===== src/logic/bus_settings.svh =====
`ifndef BUS_SETTINGS_SVH
`define BUS_SETTINGS_SVH

// number of harts sharing the bus, each hart owns two requesters
`define BUS_NUM_HARTS 2

// requester 2h is the icache of hart h, 2h+1 its dcache
`define BUS_NUM_REQ (2 * `BUS_NUM_HARTS)

`define BUS_ADDR_W 32
`define BUS_WORD_W 32

// one enable bit per byte lane of a data word
`define BUS_BE_W (`BUS_WORD_W / 8)

`endif


===== src/logic/bus_types_pkg.sv =====
`default_nettype none

`include "bus_settings.svh"

package bus_types_pkg;

    // ************************************************************
    // data path types shared by the caches and the memory side
    // ************************************************************

    typedef logic [`BUS_WORD_W-1:0] word_t;

    typedef logic [`BUS_ADDR_W-1:0] addr_t;

    // sized so every requester number fits
    typedef logic [$clog2(`BUS_NUM_REQ)-1:0] req_idx_t;

    // one memory command as seen by the bus, store data travels separately
    typedef struct packed {
        addr_t                 addr;
        logic                  write;   // set for a dwen request
        logic [`BUS_BE_W-1:0]  byte_en;
    } bus_cmd_t;

endpackage

`default_nettype wire


===== src/logic/load_return.sv =====
`timescale 1ns/1ps
`default_nettype none

`include "bus_settings.svh"

module load_return (
    input  logic                 CLK,
    input  logic                 arst_n,
    input  logic                 mem_done,
    input  bus_types_pkg::word_t mem_rdata,
    input  logic                 mem_error,
    output bus_types_pkg::word_t dload,
    output logic                 derror
);

    // one result register shared by every requester, only the winner
    // looks at it while its dwait is low
    always_ff @(posedge CLK) begin
        if (mem_done) begin
            dload <= mem_rdata;
        end
    end

    always_ff @(posedge CLK or negedge arst_n) begin
        if (!arst_n) begin
            derror <= 1'b0;
        end else if (mem_done) begin
            derror <= mem_error;   // also valid for writes
        end
    end

endmodule

`default_nettype wire


===== config.mk =====
export PLATFORM = sky130hd
export DESIGN_NAME = load_return
export DESIGN_NICKNAME = d
export VERILOG_FILES = /design/src/logic/bus_types_pkg.sv /design/src/logic/load_return.sv
export VERILOG_INCLUDE_DIRS = /design/src /design/src/logic
export SDC_FILE = /design/constraint.sdc
export NUM_CORES = 1
export LEC_CHECK = 0
export BUFFER_PORTS_ARGS = -buffer_cell sky130_fd_sc_hd__buf_2
export CORE_AREA = 8 8 63 65
export CTS_CLUSTER_SIZE = 24
export DETAILED_ROUTE_END_ITERATION = 10
export DIE_AREA = 0 0 71 73
export GPL_ROUTABILITY_DRIVEN = 0
export GPL_TIMING_DRIVEN = 0
export PLACE_DENSITY = 0.67
export SYNTH_ARGS = -nofsm -noshare
export SYNTH_HDL_FRONTEND = slang
export SYNTH_SLANG_ARGS = --single-unit

===== constraint.sdc =====
create_clock -name CLK -period 2.7 [get_ports CLK]
set_clock_uncertainty 0.15 [all_clocks]
set_input_delay 0.27 -clock CLK [delete_from_list [all_inputs] [get_ports CLK]]
set_output_delay 0.27 -clock CLK [all_outputs]
set_load 0.05 [all_outputs]

==> results of run 1 <==
==> kinds of logic (layout without fill, tap and decap cells) <==
family                 Yosys count  after routing  share of synthesized area, %
multiplexers                     1              1                         1.500
flip-flops                      33             33                         98.50
buffers and inverters            0            109                             0
==> synthesized netlist by cell type <==
cell type	count	area share (%)
edfxtp_1	32	96
dfrtp_1	1	2.5
mux2_4	1	1.5
==> layout make-up <==
| cell class | count | area share, % |
|---|---|---|
| Clock inverter | 2 | 1.889 |
| Timing Repair Buffer | 101 | 37.51 |
| Clock buffer | 6 | 2.309 |
| Sequential cell | 33 | 55.14 |
| Tap cell | 33 | 2.309 |
| Multi-Input combinational cell | 1 | 0.8398 |
==> how the worst max path moves through the flow <==
stage	from	to	slack, ns
after floorplan	derror	derror	1.56
after global placement	mem_done	derror	1.27
after detailed placement	mem_done	derror	1.23
after CTS	derror	derror	1.30
after global routing	derror	derror	1.25
final	derror	derror	1.31
==> routing by layer <==
layer	track usage [%]	wire, um	share of wire [%]
met1	9.378	956	33
met2	19.98	1495	52
met3	9.753	420	15
met4	4.850	7	0.24
met5	0	0	0
==> stage by stage <==
stage	cells	hold slack (ns)	total power, mW	setup slack [ns]	utilization [%]
finish	176	0.04723	1.216	1.311	60.55
floorplan	34	-0.1756	0.7752	1.556	-
detailed placement	135	-0.1044	0.8481	1.226	46.82
global placement	135	-0.1053	0.8435	1.265	46.82
CTS	176	0.01365	1.227	1.303	60.55
global route	176	0.02615	1.264	1.252	60.55
==> sequential cells by signal (all words and copies together) (netlist names) <==
register	count
derror	1
dload	32
==> where the power goes <==
part	switching [mW]	internal (mW)	total, mW
registers	0.0106	0.606	0.617
clock network	0.149	0.193	0.342
logic	0.180	0.0767	0.257
total	0.340	0.876	1.22
==> out/qor.yml, run 1 <==
status: "finished clean"
clk_latency_ns: 0.32
die_h_um: 73
vias: 751
cp-end-kind: "output port"
rsz0062_at_grt: "false"
critical_path.top_delay_family: "flip-flops"
total_leakage_power_nw: 0.7784
fin_nets: 178
clkSinkCount: 33
fp.dieArea_um2: 5183
reg2reg_from: "derror"
worstPathArrival_ns: 0.97
synth_area_per_cell_um2: 29.44
grt_max_degree: 34
cp_max_fo: 2
core_um2: 2953
cts_tree: "yes"
port_buffers: 68
drt_iter0_drc: 21
crit_chain: "buf_2"
relSlewSlack_pct: 52.31
clkTransAtPathRegs_ns: 0.09
drt-vias-per-instance: 4.267
yosysSeqAreaShare_pct: 98.50
final_common_cell: "buf_2"
r2r-end: "derror"
powerDensity_nw_per_um2: 680.1
worstSetupPathType: "reg -> out"
critPathSlowestCell: "dfrtp_1"
syn_nets: 70
antenna_cells: 0
postRouteWirelength_um: 2879
avgRoutedWirePerCell_um: 16.36
cp_num_cells: 1
nFillCells: 228
synth-seq-cells: 33
period_share_pct: 51.45
worstHoldPathType: "in -> reg"
drtAntennaViolNets: 0
ios: 69
maxCapViolations: 0
start_kind: "flip-flop"
hp-start: "mem_error"
period_minus_slack_ns: 1.389
syn_area_um2: 1001
dpl_cell_area_um2: 1383
ys_warn_count: 0
layout_common_cells: "buf_2, dlygate4sd3_1, edfxtp_1"
ctsResizeCount: 0
tightest_slew_ns: 0.7153
drive_gt1_share_pct: 52.45
synthDistinctLibCells: 3
min_delay_worst_endpoint: "derror"
grt_pass1_wl_um: 4374
row_count: 20
setup_viol_count_final: 0
root_buffer: "clkbuf_4"
hold_depth: 2
regArea_um2: 985.9
drc: 0
htreeDepth: 2
vdd_drop_max_mv: 0.4170
slowest_delay_ns: 0.38
multi_input_area_um2: 15.01
max_freq_mhz: 719.8
cts_buffers: 5
cts-root-to-sink-buffers: 2
area_delta_synth_final_pct: 78.62
stdcell_area_um2: 1788
critPathBufInv: 1
post_cts_buffers: 0
netlist_instances: 34
antenna_found_initial: 0
gr-total-overflow: 0
tns_ns: 0
die_x_um: 71
grt_pass1_vias: 858
ctsHoldBuffers: 33
required_ns: 2.28
hold_viol: 0
reg2reg_depth: 1
grtUsageTotal_pct: 11.64
rrSetupSlack_ns: 1.76
start_util_pct: 33.90
first_pass_iters: 4
slew_viol_final: 0
Note: power is estimated with default switching activity, not from simulation.
==> inputs of run 2 (changes only) <==
==> constraint.sdc (replaced) <==
create_clock -name CLK -period 1.4 [get_ports CLK]
set_clock_uncertainty 0.15 [all_clocks]
set_input_delay 0.14 -clock CLK [delete_from_list [all_inputs] [get_ports CLK]]
set_output_delay 0.14 -clock CLK [all_outputs]
set_load 0.05 [all_outputs]
==> run 2 against run 1 <==
Net effect:
- hold slack better by 0.22 ns
- sequential cell count unchanged
- count of clock-buffer cells in the layout unchanged
- clock power up 95%
- combinational power up 94%
- critical path depth unchanged
- register-to-register slack worse by 1.3 ns
- setup slack worse by 1.2 ns
- via count down 0.80%
- routed wire length down 1.3%
- critical path type unchanged
- critical endpoint unchanged
- largest cell class unchanged
==> out/qor.yml, run 2 (synthesized netlist as in run 1, its figures left out) <==
status: "finished clean"
worstHoldPathType: "in -> reg"
clk_latency_ns: 0.32  # about the same
cts_tree: "yes"
ctsResizeCount: 0  # unchanged
drive_gt1_share_pct: 51.72  # -0.72 points
ios: 69  # unchanged
relSlewSlack_pct: 51.72  # -0.59 points
clkTransAtPathRegs_ns: 0.10  # about the same
period_minus_slack_ns: 1.259
root_buffer: "clkbuf_4"
top_layer_used: "met4"
first_pass_iters: 3  # -1
reg2reg_from: "derror"
drt_iter0_drc: 22  # +4.8%
worstSetupEndpoint: "derror"
row_count: 20  # unchanged
nFillCells: 225  # -1.3%
clkSinkCount: 33  # unchanged
antenna_cells: 0  # unchanged
reg_top3: "dload (32), derror (1)"
fp.dieArea_um2: 5183  # unchanged
rsz0062_at_grt: "false"
multi_input_area_um2: 15.01  # unchanged
avgRoutedWirePerCell_um: 15.96  # -2.4%
dpl_cell_area_um2: 1383  # unchanged
tns_ns: 0  # unchanged
reg2reg_depth: 1  # unchanged
start_kind: "flip-flop"
grtUsageTotal_pct: 11.37  # -0.27 points
largest_reg_flops: 32  # unchanged
port_buffers: 68  # unchanged
drtAntennaViolNets: 0  # unchanged
crit_path_start: "derror"
cp-end-kind: "output port"
stdcell_area_um2: 1808  # +1.1%
wl_met1_um: 971  # +1.6%
setup_ws_ns: 0.1413  # -1.169 ns
r2r-end: "derror"
worstPathArrival_ns: 0.97  # about the same
total_leakage_power_nw: 0.7867  # +1.1%
max_freq_mhz: 794.5
powerDensity_nw_per_um2: 1303  # +92%
cts_buffers: 5  # unchanged
regArea_um2: 985.9  # unchanged
hold_viol: 0  # unchanged
regMostFlops: "dload"
layout_common_cells: "buf_2, dlygate4sd3_1, edfxtp_1"
cp_num_cells: 1  # unchanged
met3WireLength_um: 410  # -2.4%
final_common_cell: "buf_2"
start_util_pct: 33.90  # unchanged
route.met2.wl_um: 1452  # -2.9%
worstSetupPathType: "reg -> out"
drt-vias-per-instance: 4.185  # -1.9%
critical_path.top_delay_family: "flip-flops"
rrSetupSlack_ns: 0.47  # -1.29 ns
crit_chain: "buf_2"
cts-root-to-sink-buffers: 2  # unchanged
die_x_um: 71  # unchanged
core_um2: 2953  # unchanged
drc: 0  # unchanged
slew_viol_final: 0  # unchanged
tightest_slew_ns: 0.7241  # +0.008844 ns
setup_viol_count_final: 0  # unchanged
critPathBufInv: 1  # unchanged
grt_max_degree: 34  # unchanged
antenna_found_initial: 0  # unchanged
postRouteWirelength_um: 2841  # -1.3%
cp_max_fo: 2  # unchanged
vias: 745  # -0.80%
area_delta_synth_final_pct: 80.62
vdd_drop_max_mv: 0.7643  # +83%
maxCapViolations: 0  # unchanged
dp_slack_ns: 0.05593  # -1.170 ns
slowest_delay_ns: 0.37  # about the same
grt_pass1_wl_um: 4305  # -1.6%
htreeDepth: 2  # unchanged
required_ns: 1.11  # -1.17 ns
gr-total-overflow: 0  # unchanged
grt_pass1_vias: 868  # +1.2%
critPathSlowestCell: "dfrtp_1"
fin_nets: 180  # +1.1%
die_h_um: 73  # unchanged
period_share_pct: 89.91
-- run 2: changes by cell type in the layout (fill, tap and decap cells not counted) --
cell,previous run,this run
dlygate4sd3_1,33,35
-- run 2: how the worst min path moves through the flow --
| stage | startpoint | endpoint | slack [ns] | cells after the start |
|---|---|---|---|---|
| after floorplan | arst_n | derror | -0.31 | 0 |
| after global placement | arst_n | derror | -0.24 | 1 |
| after detailed placement | arst_n | derror | -0.23 | 1 |
| after CTS | mem_done | dload[9] | 0.26 | 1 |
| after global routing | mem_done | dload[9] | 0.27 | 1 |
| final | mem_done | dload[27] | 0.26 | 1 |
-- run 2: what timing repair did --
| action | 4_1_cts | 5_1_grt |
|---|---|---|
| setup endpoints to repair | 0 | 0 |
| hold endpoints to repair | 34 | 0 |
| hold buffers | 35 | 0 |
| setup buffers | 0 | 0 |
-- run 2: area by class of cell --
cell class	count	share of cell area, %
sequential	33	54.53
timing repair buffer	103	38.20
clock buffer	6	2.284
tap	33	2.284
clock inverter	2	1.869
multi-input combinational	1	0.8305
-- run 2: stage by stage --
step,cells,total power [mW],util [%],hold WS [ns]
after floorplan,34,1.495,-,-0.3056
after global placement,135,1.627,46.82,-0.2353
after detailed placement,135,1.636,46.82,-0.2344
after CTS,178,2.371,61.23,0.2566
after global routing,178,2.441,61.23,0.2735
final,178,2.356,61.23,0.2636
-- run 2: report_power, final --
group	switching, mW	total [mW]	internal, mW
clock	0.296	0.668	0.372
sequential	0.0199	1.19	1.17
combinational	0.347	0.499	0.151
total	0.664	2.36	1.69
-- run 2: layer usage --
layer / GRT usage, % / vias to the layer above
li1: - / 357
met1: 9.453 / 338
met2: 19.57 / 48
met3: 9.341 / 2
met4: 4.157 / 0
met5: 0 / -
