$ cat config.mk
export PLATFORM = sky130hd
export DESIGN_NAME = snoop_inv
export DESIGN_NICKNAME = d
export VERILOG_FILES = /design/src/logic/bus_types_pkg.sv /design/src/logic/coherence_pkg.sv /design/src/logic/snoop_inv.sv
export VERILOG_INCLUDE_DIRS = /design/src /design/src/logic
export SDC_FILE = /design/constraint.sdc
export NUM_CORES = 1
export LEC_CHECK = 0
export BUFFER_PORTS_ARGS = -buffer_cell sky130_fd_sc_hd__clkbuf_2
export CORE_ASPECT_RATIO = 1.1
export CORE_MARGIN = 2
export CORE_UTILIZATION = 38
export DETAILED_ROUTE_END_ITERATION = 6
export HOLD_SLACK_MARGIN = 0.03
export PLACE_DENSITY_LB_ADDON = 0.12
export SYNTH_ARGS = -nofsm -noshare
export SYNTH_HDL_FRONTEND = slang
export SYNTH_SLANG_ARGS = --single-unit
$ cat constraint.sdc
create_clock -name CLK -period 0.8 [get_ports CLK]
set_clock_uncertainty 0.1 [all_clocks]
set_input_delay 0 -clock CLK [delete_from_list [all_inputs] [get_ports CLK]]
set_output_delay 0 -clock CLK [all_outputs]
set_load 0.01 [all_outputs]
$ cat src/logic/bus_settings.svh
`ifndef BUS_SETTINGS_SVH
`define BUS_SETTINGS_SVH

// number of harts sharing the bus, each hart owns two requesters
`define BUS_NUM_HARTS 2

// requester 2h is the icache of hart h, 2h+1 its dcache
`define BUS_NUM_REQ (2 * `BUS_NUM_HARTS)

`define BUS_ADDR_W 32
`define BUS_WORD_W 32

// one enable bit per byte lane of a data word
`define BUS_BE_W (`BUS_WORD_W / 8)

`endif

$ cat src/logic/bus_types_pkg.sv
`default_nettype none

`include "bus_settings.svh"

package bus_types_pkg;

    // ************************************************************
    // data path types shared by the caches and the memory side
    // ************************************************************

    typedef logic [`BUS_WORD_W-1:0] word_t;

    typedef logic [`BUS_ADDR_W-1:0] addr_t;

    // sized so every requester number fits
    typedef logic [$clog2(`BUS_NUM_REQ)-1:0] req_idx_t;

    // one memory command as seen by the bus, store data travels separately
    typedef struct packed {
        addr_t                 addr;
        logic                  write;   // set for a dwen request
        logic [`BUS_BE_W-1:0]  byte_en;
    } bus_cmd_t;

endpackage

`default_nettype wire

$ cat src/logic/coherence_pkg.sv
`default_nettype none

`include "bus_settings.svh"

package coherence_pkg;

    // one state per cycle, ACCESS repeats while the memory is busy
    typedef enum logic [1:0] {
        IDLE   = 2'd0,
        LATCH  = 2'd1,
        ACCESS = 2'd2,
        DONE   = 2'd3
    } ctrl_state_t;

    // bit r set means requester r drops its copy of the snooped line
    typedef logic [`BUS_NUM_REQ-1:0] inv_vec_t;

endpackage

`default_nettype wire

$ cat src/logic/snoop_inv.sv
`timescale 1ns/1ps
`default_nettype none

`include "bus_settings.svh"

module snoop_inv (
    input  logic                        CLK,
    input  logic                        arst_n,
    input  logic                        done,
    input  bus_types_pkg::req_idx_t     grant_idx,
    input  bus_types_pkg::bus_cmd_t     cmd,
    output coherence_pkg::inv_vec_t     ccinv,
    output bus_types_pkg::addr_t        ccsnoopaddr
);

    coherence_pkg::inv_vec_t targets;
    logic                    dcache_wr;

    // odd requester numbers are the data caches
    assign dcache_wr = done && cmd.write && grant_idx[0];

    always_comb begin
        targets = '0;
        for (int r = 1; r < `BUS_NUM_REQ; r += 2) begin
            if (bus_types_pkg::req_idx_t'(r) != grant_idx) begin
                targets[r] = 1'b1;
            end
        end
    end

    // done lasts one cycle, so the registered pulse lines up with DONE
    always_ff @(posedge CLK or negedge arst_n) begin
        if (!arst_n) begin
            ccinv <= '0;
        end else begin
            ccinv <= dcache_wr ? targets : '0;
        end
    end

    always_ff @(posedge CLK) begin
        if (dcache_wr) begin
            ccsnoopaddr <= cmd.addr;   // kept until the next dcache write
        end
    end

endmodule

`default_nettype wire

==> flow_metrics.py, run 1 <==
metrics = {
    "run_status": {
        "status": "finished with violations",
        "failed_checks": "hold timing, setup timing",
    },
    "grt": {
        "grt_max_degree": 18,
        "antenna_found_initial": 0,
        "overflow": 0,
        "grt_first_pass_wirelength_um": 3460,
        "grt_pass1_vias": 788,
        "grtUsageTotal": 0.161,
    },
    "logic_synthesis": {
        "netlist_top_cells_area": "edfxtp_1 (91%), dfrtp_1 (4.7%), buf_4 (1.4%), and4b_1 (0.95%), and4_1 (0.83%)",
        "synth_seq_area_share": 0.958,
        "yosys.area.top_type": "edfxtp_1",
        "synth_edf_count": 32,
        "syn_area_per_cell_um2": 26.4,
        "synth-async-reset-ratio": 0.0588,
        "yosysMostFrequentCell": "edfxtp_1",
        "synth_cell_types": 7,
        "synthCells": 40,
        "netlist_area_um2": 1050,
        "yosys_warnings": 0,
        "synth_top_cells_by_count": "edfxtp_1 (32), buf_4 (2), dfrtp_1 (2)",
        "synth-main-ff-cell": "edfxtp_1",
        "yosysTopAreaCellShare": 0.911,
        "ys_ff_latch": 34,
    },
    "cts": {
        "max-clock-path-buffers": 2,
        "numClockSinks": 34,
        "postCtsSetupRepairBufs": 0,
        "cts_inserted_buffers": 5,
        "cts-root-buf": "clkbuf_4",
        "cts-htree-levels": 2,
        "ctsResizeCount": 0,
        "tritoncts": "built",
        "hold_buffers": 36,
        "path_clk_slew_ns": 0.09,
    },
    "finish": {
        "drive_above_1_share": 0.519,
        "syn2layout_area_growth_pct": 80.3,
        "diodes": 0,
        "fin_nets": 199,
        "post-route-util": 0.704,
    },
    "die": {
        "dieArea_um2": 3210,
        "chipWidth_um": 54.2,
        "start_util": 0.390,
        "die_y_um": 59.3,
        "core-area_um2": 2700,
        "ios": 78,
        "rows": 20,
    },
    "worst_setup_path": {
        "cp-end-kind": "primary output",
        "required_ns": 0.70,
        "worst-path-buf-inv": 1,
        "arrival_ns": 0.87,
        "crit_slowest_cell": "edfxtp_1",
        "critPathMaxFanout": 1,
        "critPathKind": "flop to primary output",
        "cp_slowest_stage_delay_ns": 0.41,
        "critPathLaunch": "ccsnoopaddr[11]",
        "critPathTopFamily": "flip-flops",
        "crit_path_cell_trace": "clkbuf_2",
        "cp-start-kind": "flop",
    },
    "timing": {
        "setup_viol": 34,
        "setup_slack_ns": -0.168,
        "hold_viol_final": 2,
        "max_freq_mhz": 1030,
        "period_needed_ns": 0.968,
        "maxSlewViolCount": 0,
        "whs_ns": -0.0284,
        "min_period_over_period": 1.21,
        "rsz0062_at_grt": "true",
    },
    "route": {
        "ant_nets": 0,
        "met1_length_um": 811,
        "top_layer": "met3",
        "wl_um": 2400,
        "drt-vias-per-instance": 4.25,
        "drc": 0,
        "drt_iter0_drc": 21,
        "met2_wirelength_um": 1390,
        "wl_per_cell_um": 12.7,
        "vias": 804,
        "first_pass_iters": 4,
        "met3_length_um": 201,
    },
    "hold_path": {
        "worstHoldStart": "cmd[4]",
        "hp-class": "primary input to flop",
    },
    "power_and_ir_drop": {
        "vdd_drop_max_mv": 1.41,
        "leakagePower_nw": 0.839,
        "pwr_density_cell_nw_per_um2": 1700,
    },
    "run": {
        "drv_cap": 0,
    },
    "place": {
        "gp_congestion": 0.595,
        "port_buffers": 71,
        "place_ws_ns": -0.0803,
    },
}
==> path summary, 6_finish.rpt <==
check                      slack (ns)              end  cells past startpoint
max in group asynchronous        0.05         ccinv[3]                      3
max                             -0.17  ccsnoopaddr[11]                      1
min in group asynchronous        0.43         ccinv[1]                      3
min                             -0.03         ccinv[3]                      3
==> registers in the layout, indices dropped and copies added, names as in the netlist <==
| signal | flops |
|---|---|
| ccinv | 2 |
| ccsnoopaddr | 32 |
==> cell families (layout without fill, tap and decap cells) <==
kind of cell / count (synthesis) / in the layout / share of synthesized area
buffers and inverters: 2 / 117 / 0.0142
flip-flops: 34 / 34 / 0.958
other: 1 / 2 / 0.00356
AND/OR/NAND/NOR: 3 / 3 / 0.0237
==> stage by stage <==
step | cells | TNS, ns | area [um^2] | total power, mW
2_1_floorplan | 41 | -0.828 | 1060 | 2.17
3_3_place_gp | 147 | -1.77 | 1500 | 2.35
3_5_place_dp | 147 | -2.40 | 1500 | 2.36
4_1_cts | 189 | -4.63 | 1900 | 3.27
5_1_grt | 189 | -5.85 | 1900 | 3.40
6_report | 189 | -4.04 | 1900 | 3.24
==> cells in the final DEF, fill, tap and decap left out <==
master / count
clkbuf_2: 71
dlygate4sd3_1: 36
edfxtp_1: 32
clkbuf_4: 5
conb_1: 2
dfrtp_1: 2
buf_12: 2
buf_4: 2
and3_4: 1
and4_1: 1
and4b_1: 1
clkinv_1: 1
==> where the power goes <==
part / total [mW] / leakage (nW) / internal (mW) / switching [mW]
clock: 0.780 / 0.0246 / 0.300 / 0.480
combinational: 0.407 / 0.493 / 0.251 / 0.156
sequential: 2.06 / 0.321 / 2.03 / 0.0209
total: 3.24 / 0.839 / 2.59 / 0.657
==> metal layers <==
metal,vias up,GRT usage
met2,47,0.299
met3,0,0.0631
met1,370,0.155
li1,387,-
met5,-,0
met4,0,0.0536
==> final cells by class <==
cell class,count,area (um^2)
clock inverters,1,3.75
clock buffers,5,37.5
multi-input cells,5,37.5
well taps,33,41.3
fillers,185,801
repair buffers,111,771
flip-flops and latches,34,1010
Note: power is estimated with default switching activity, not from simulation.
==> run 2: changes to the inputs <==
--- a/config.mk
+++ b/config.mk
@@ -9,8 +9,10 @@
 export BUFFER_PORTS_ARGS = -buffer_cell sky130_fd_sc_hd__clkbuf_2
 export CORE_ASPECT_RATIO = 1.1
 export CORE_MARGIN = 2
-export CORE_UTILIZATION = 38
+export CORE_UTILIZATION = 41
+export CTS_BUF_LIST = sky130_fd_sc_hd__clkbuf_2 sky130_fd_sc_hd__clkbuf_4 sky130_fd_sc_hd__clkbuf_8
 export DETAILED_ROUTE_END_ITERATION = 6
+export GPL_ROUTABILITY_DRIVEN = 0
 export HOLD_SLACK_MARGIN = 0.03
 export PLACE_DENSITY_LB_ADDON = 0.12
 export SYNTH_ARGS = -nofsm -noshare
==> flow_metrics.py, run 2 (synthesis gave the netlist of run 1 again) <==
metrics = {
    "run_status": {
        "failed_checks": "hold timing, setup timing",
        "status": "finished with violations",
    },
    "cts": {
        "path_clk_slew_ns": 0.09,
        "tritoncts": "built",
        "numClockSinks": 34,
        "cts-root-buf": "clkbuf_4",
        "max-clock-path-buffers": 2,
        "ctsResizeCount": 0,
        "cts_inserted_buffers": 5,
        "hold_buffers": 37,
        "cts-htree-levels": 2,
    },
    "finish": {
        "drive_above_1_share": 0.522,
        "final_cell_mix": "clkbuf_2 (71), dlygate4sd3_1 (37), edfxtp_1 (32)",
        "regMostFlops": "ccsnoopaddr",
        "final_common_cell": "clkbuf_2",
        "fin_nets": 199,
        "largest_reg_flops": 32,
        "diodes": 0,
        "syn2layout_area_growth_pct": 81.4,
        "top_regs": "ccsnoopaddr (32), ccinv (2)",
    },
    "die": {
        "die_y_um": 57.2,
        "start_util": 0.427,
        "rows": 19,
        "dieArea_um2": 2990,
        "core-area_um2": 2470,
        "ios": 78,
        "chipWidth_um": 52.4,
    },
    "timing": {
        "rsz0062_at_grt": "true",
        "whs_ns": -0.0117,
        "hold_viol_final": 1,
        "setup_slack_ns": -0.156,
        "max_freq_mhz": 1050,
        "period_needed_ns": 0.956,
        "min_period_over_period": 1.20,
        "maxSlewViolCount": 0,
        "setup_viol": 34,
    },
    "grt": {
        "grt_pass1_vias": 782,
        "grt_first_pass_wirelength_um": 3510,
        "grt_max_degree": 18,
        "grtUsageTotal": 0.170,
        "antenna_found_initial": 0,
        "grt_use_met2": 0.323,
        "grt.busiest_layer": "met2",
        "grtUsageMet1": 0.160,
        "use_met3": 0.0576,
        "overflow": 0,
    },
    "power_and_ir_drop": {
        "pwr-share-comb": 0.123,
        "finalPower_mw": 3.34,
        "netSwitchingFraction": 0.195,
        "p_sw_uw": 651,
        "p_int_mw": 2.68,
        "vdd_drop_max_mv": 1.40,
        "power_frac_seq": 0.616,
        "leakagePower_nw": 0.846,
        "p_clk_frac": 0.262,
        "pwr_density_cell_nw_per_um2": 1740,
    },
    "worst_setup_path": {
        "required_ns": 0.70,
        "worst-path-buf-inv": 1,
        "critPathLaunch": "ccsnoopaddr[8]",
        "crit_path_cell_trace": "clkbuf_2",
        "critPathTopFamily": "flip-flops",
        "cp-end-kind": "primary output",
        "crit_slowest_cell": "edfxtp_1",
        "arrival_ns": 0.86,
        "cp_slowest_stage_delay_ns": 0.40,
        "critPathMaxFanout": 1,
        "cp-start-kind": "flop",
        "critPathKind": "flop to primary output",
    },
    "route": {
        "drt-vias-per-instance": 4.21,
        "drt_iter0_drc": 16,
        "ant_nets": 0,
        "wl_per_cell_um": 12.4,
        "drc": 0,
        "vias": 791,
        "wl_um": 2320,
        "first_pass_iters": 4,
    },
    "place": {
        "port_buffers": 71,
        "hpwl_um": 1390,
    },
    "hold_path": {
        "worstHoldStart": "grant_idx[0]",
        "hp-class": "primary input to flop",
    },
    "run": {
        "drv_cap": 0,
    },
}
-- run 2: changes by cell type in the layout (fill, tap and decap cells not counted), sizes merged --
cell	delta
buf	-1
clkbuf	+2
clkinv	-1
dlygate4sd3	+1
-- run 2: area by class of cell --
type | count | area (um^2)
Clock buffer | 7 | 52.6
Fill cell | 162 | 559
Multi-Input combinational cell | 5 | 37.5
Sequential cell | 34 | 1010
Tap cell | 31 | 38.8
Timing Repair Buffer | 111 | 773
-- run 2: power groups by stage --
stage	logic (mW)	registers (mW)	clock network (mW)
finish	0.410	2.05	0.872
global route	0.442	2.06	0.991
CTS	0.402	2.05	0.892
detailed placement	0.261	2.09	0
global placement	0.257	2.09	0
floorplan	0.0332	2.14	0
-- run 2: worst paths after layout --
| check | to | slack, ns | depth (start not counted) |
|---|---|---|---|
| min in group asynchronous | ccinv[1] | 0.43 | 3 |
| hold / removal | ccinv[1] | -0.01 | 3 |
| max in group asynchronous | ccinv[3] | 0.05 | 3 |
| setup / recovery | ccsnoopaddr[8] | -0.16 | 1 |
-- run 2: timing repair --
item	in CTS	in global routing
endpoints found under the hold margin	36	2
gates cloned	0	0
pin swaps	0	0
setup endpoints to repair	34	34
setup buffers	0	0
-- run 2: per-stage QoR --
| step | TNS [ns] | instance area [um^2] | instances | worst slack (ns) | utilization |
|---|---|---|---|---|---|
| floorplan | -0.828 | 1060 | 41 | -0.0259 | - |
| CTS | -4.38 | 1910 | 188 | -0.167 | 0.774 |
| finish | -3.86 | 1910 | 188 | -0.156 | 0.774 |
| global placement | -1.76 | 1490 | 144 | -0.0592 | 0.603 |
| global route | -5.62 | 1910 | 188 | -0.202 | 0.774 |
| detailed placement | -2.18 | 1490 | 144 | -0.0734 | 0.603 |
-- run 2: routing by layer --
layer | vias to the layer above | share of wire | wire (um)
met5 | - | 0 | 0
met4 | 0 | 0.010 | 24
met3 | 5 | 0.087 | 202
met2 | 45 | 0.58 | 1340
met1 | 352 | 0.32 | 752
li1 | 389 | - | -
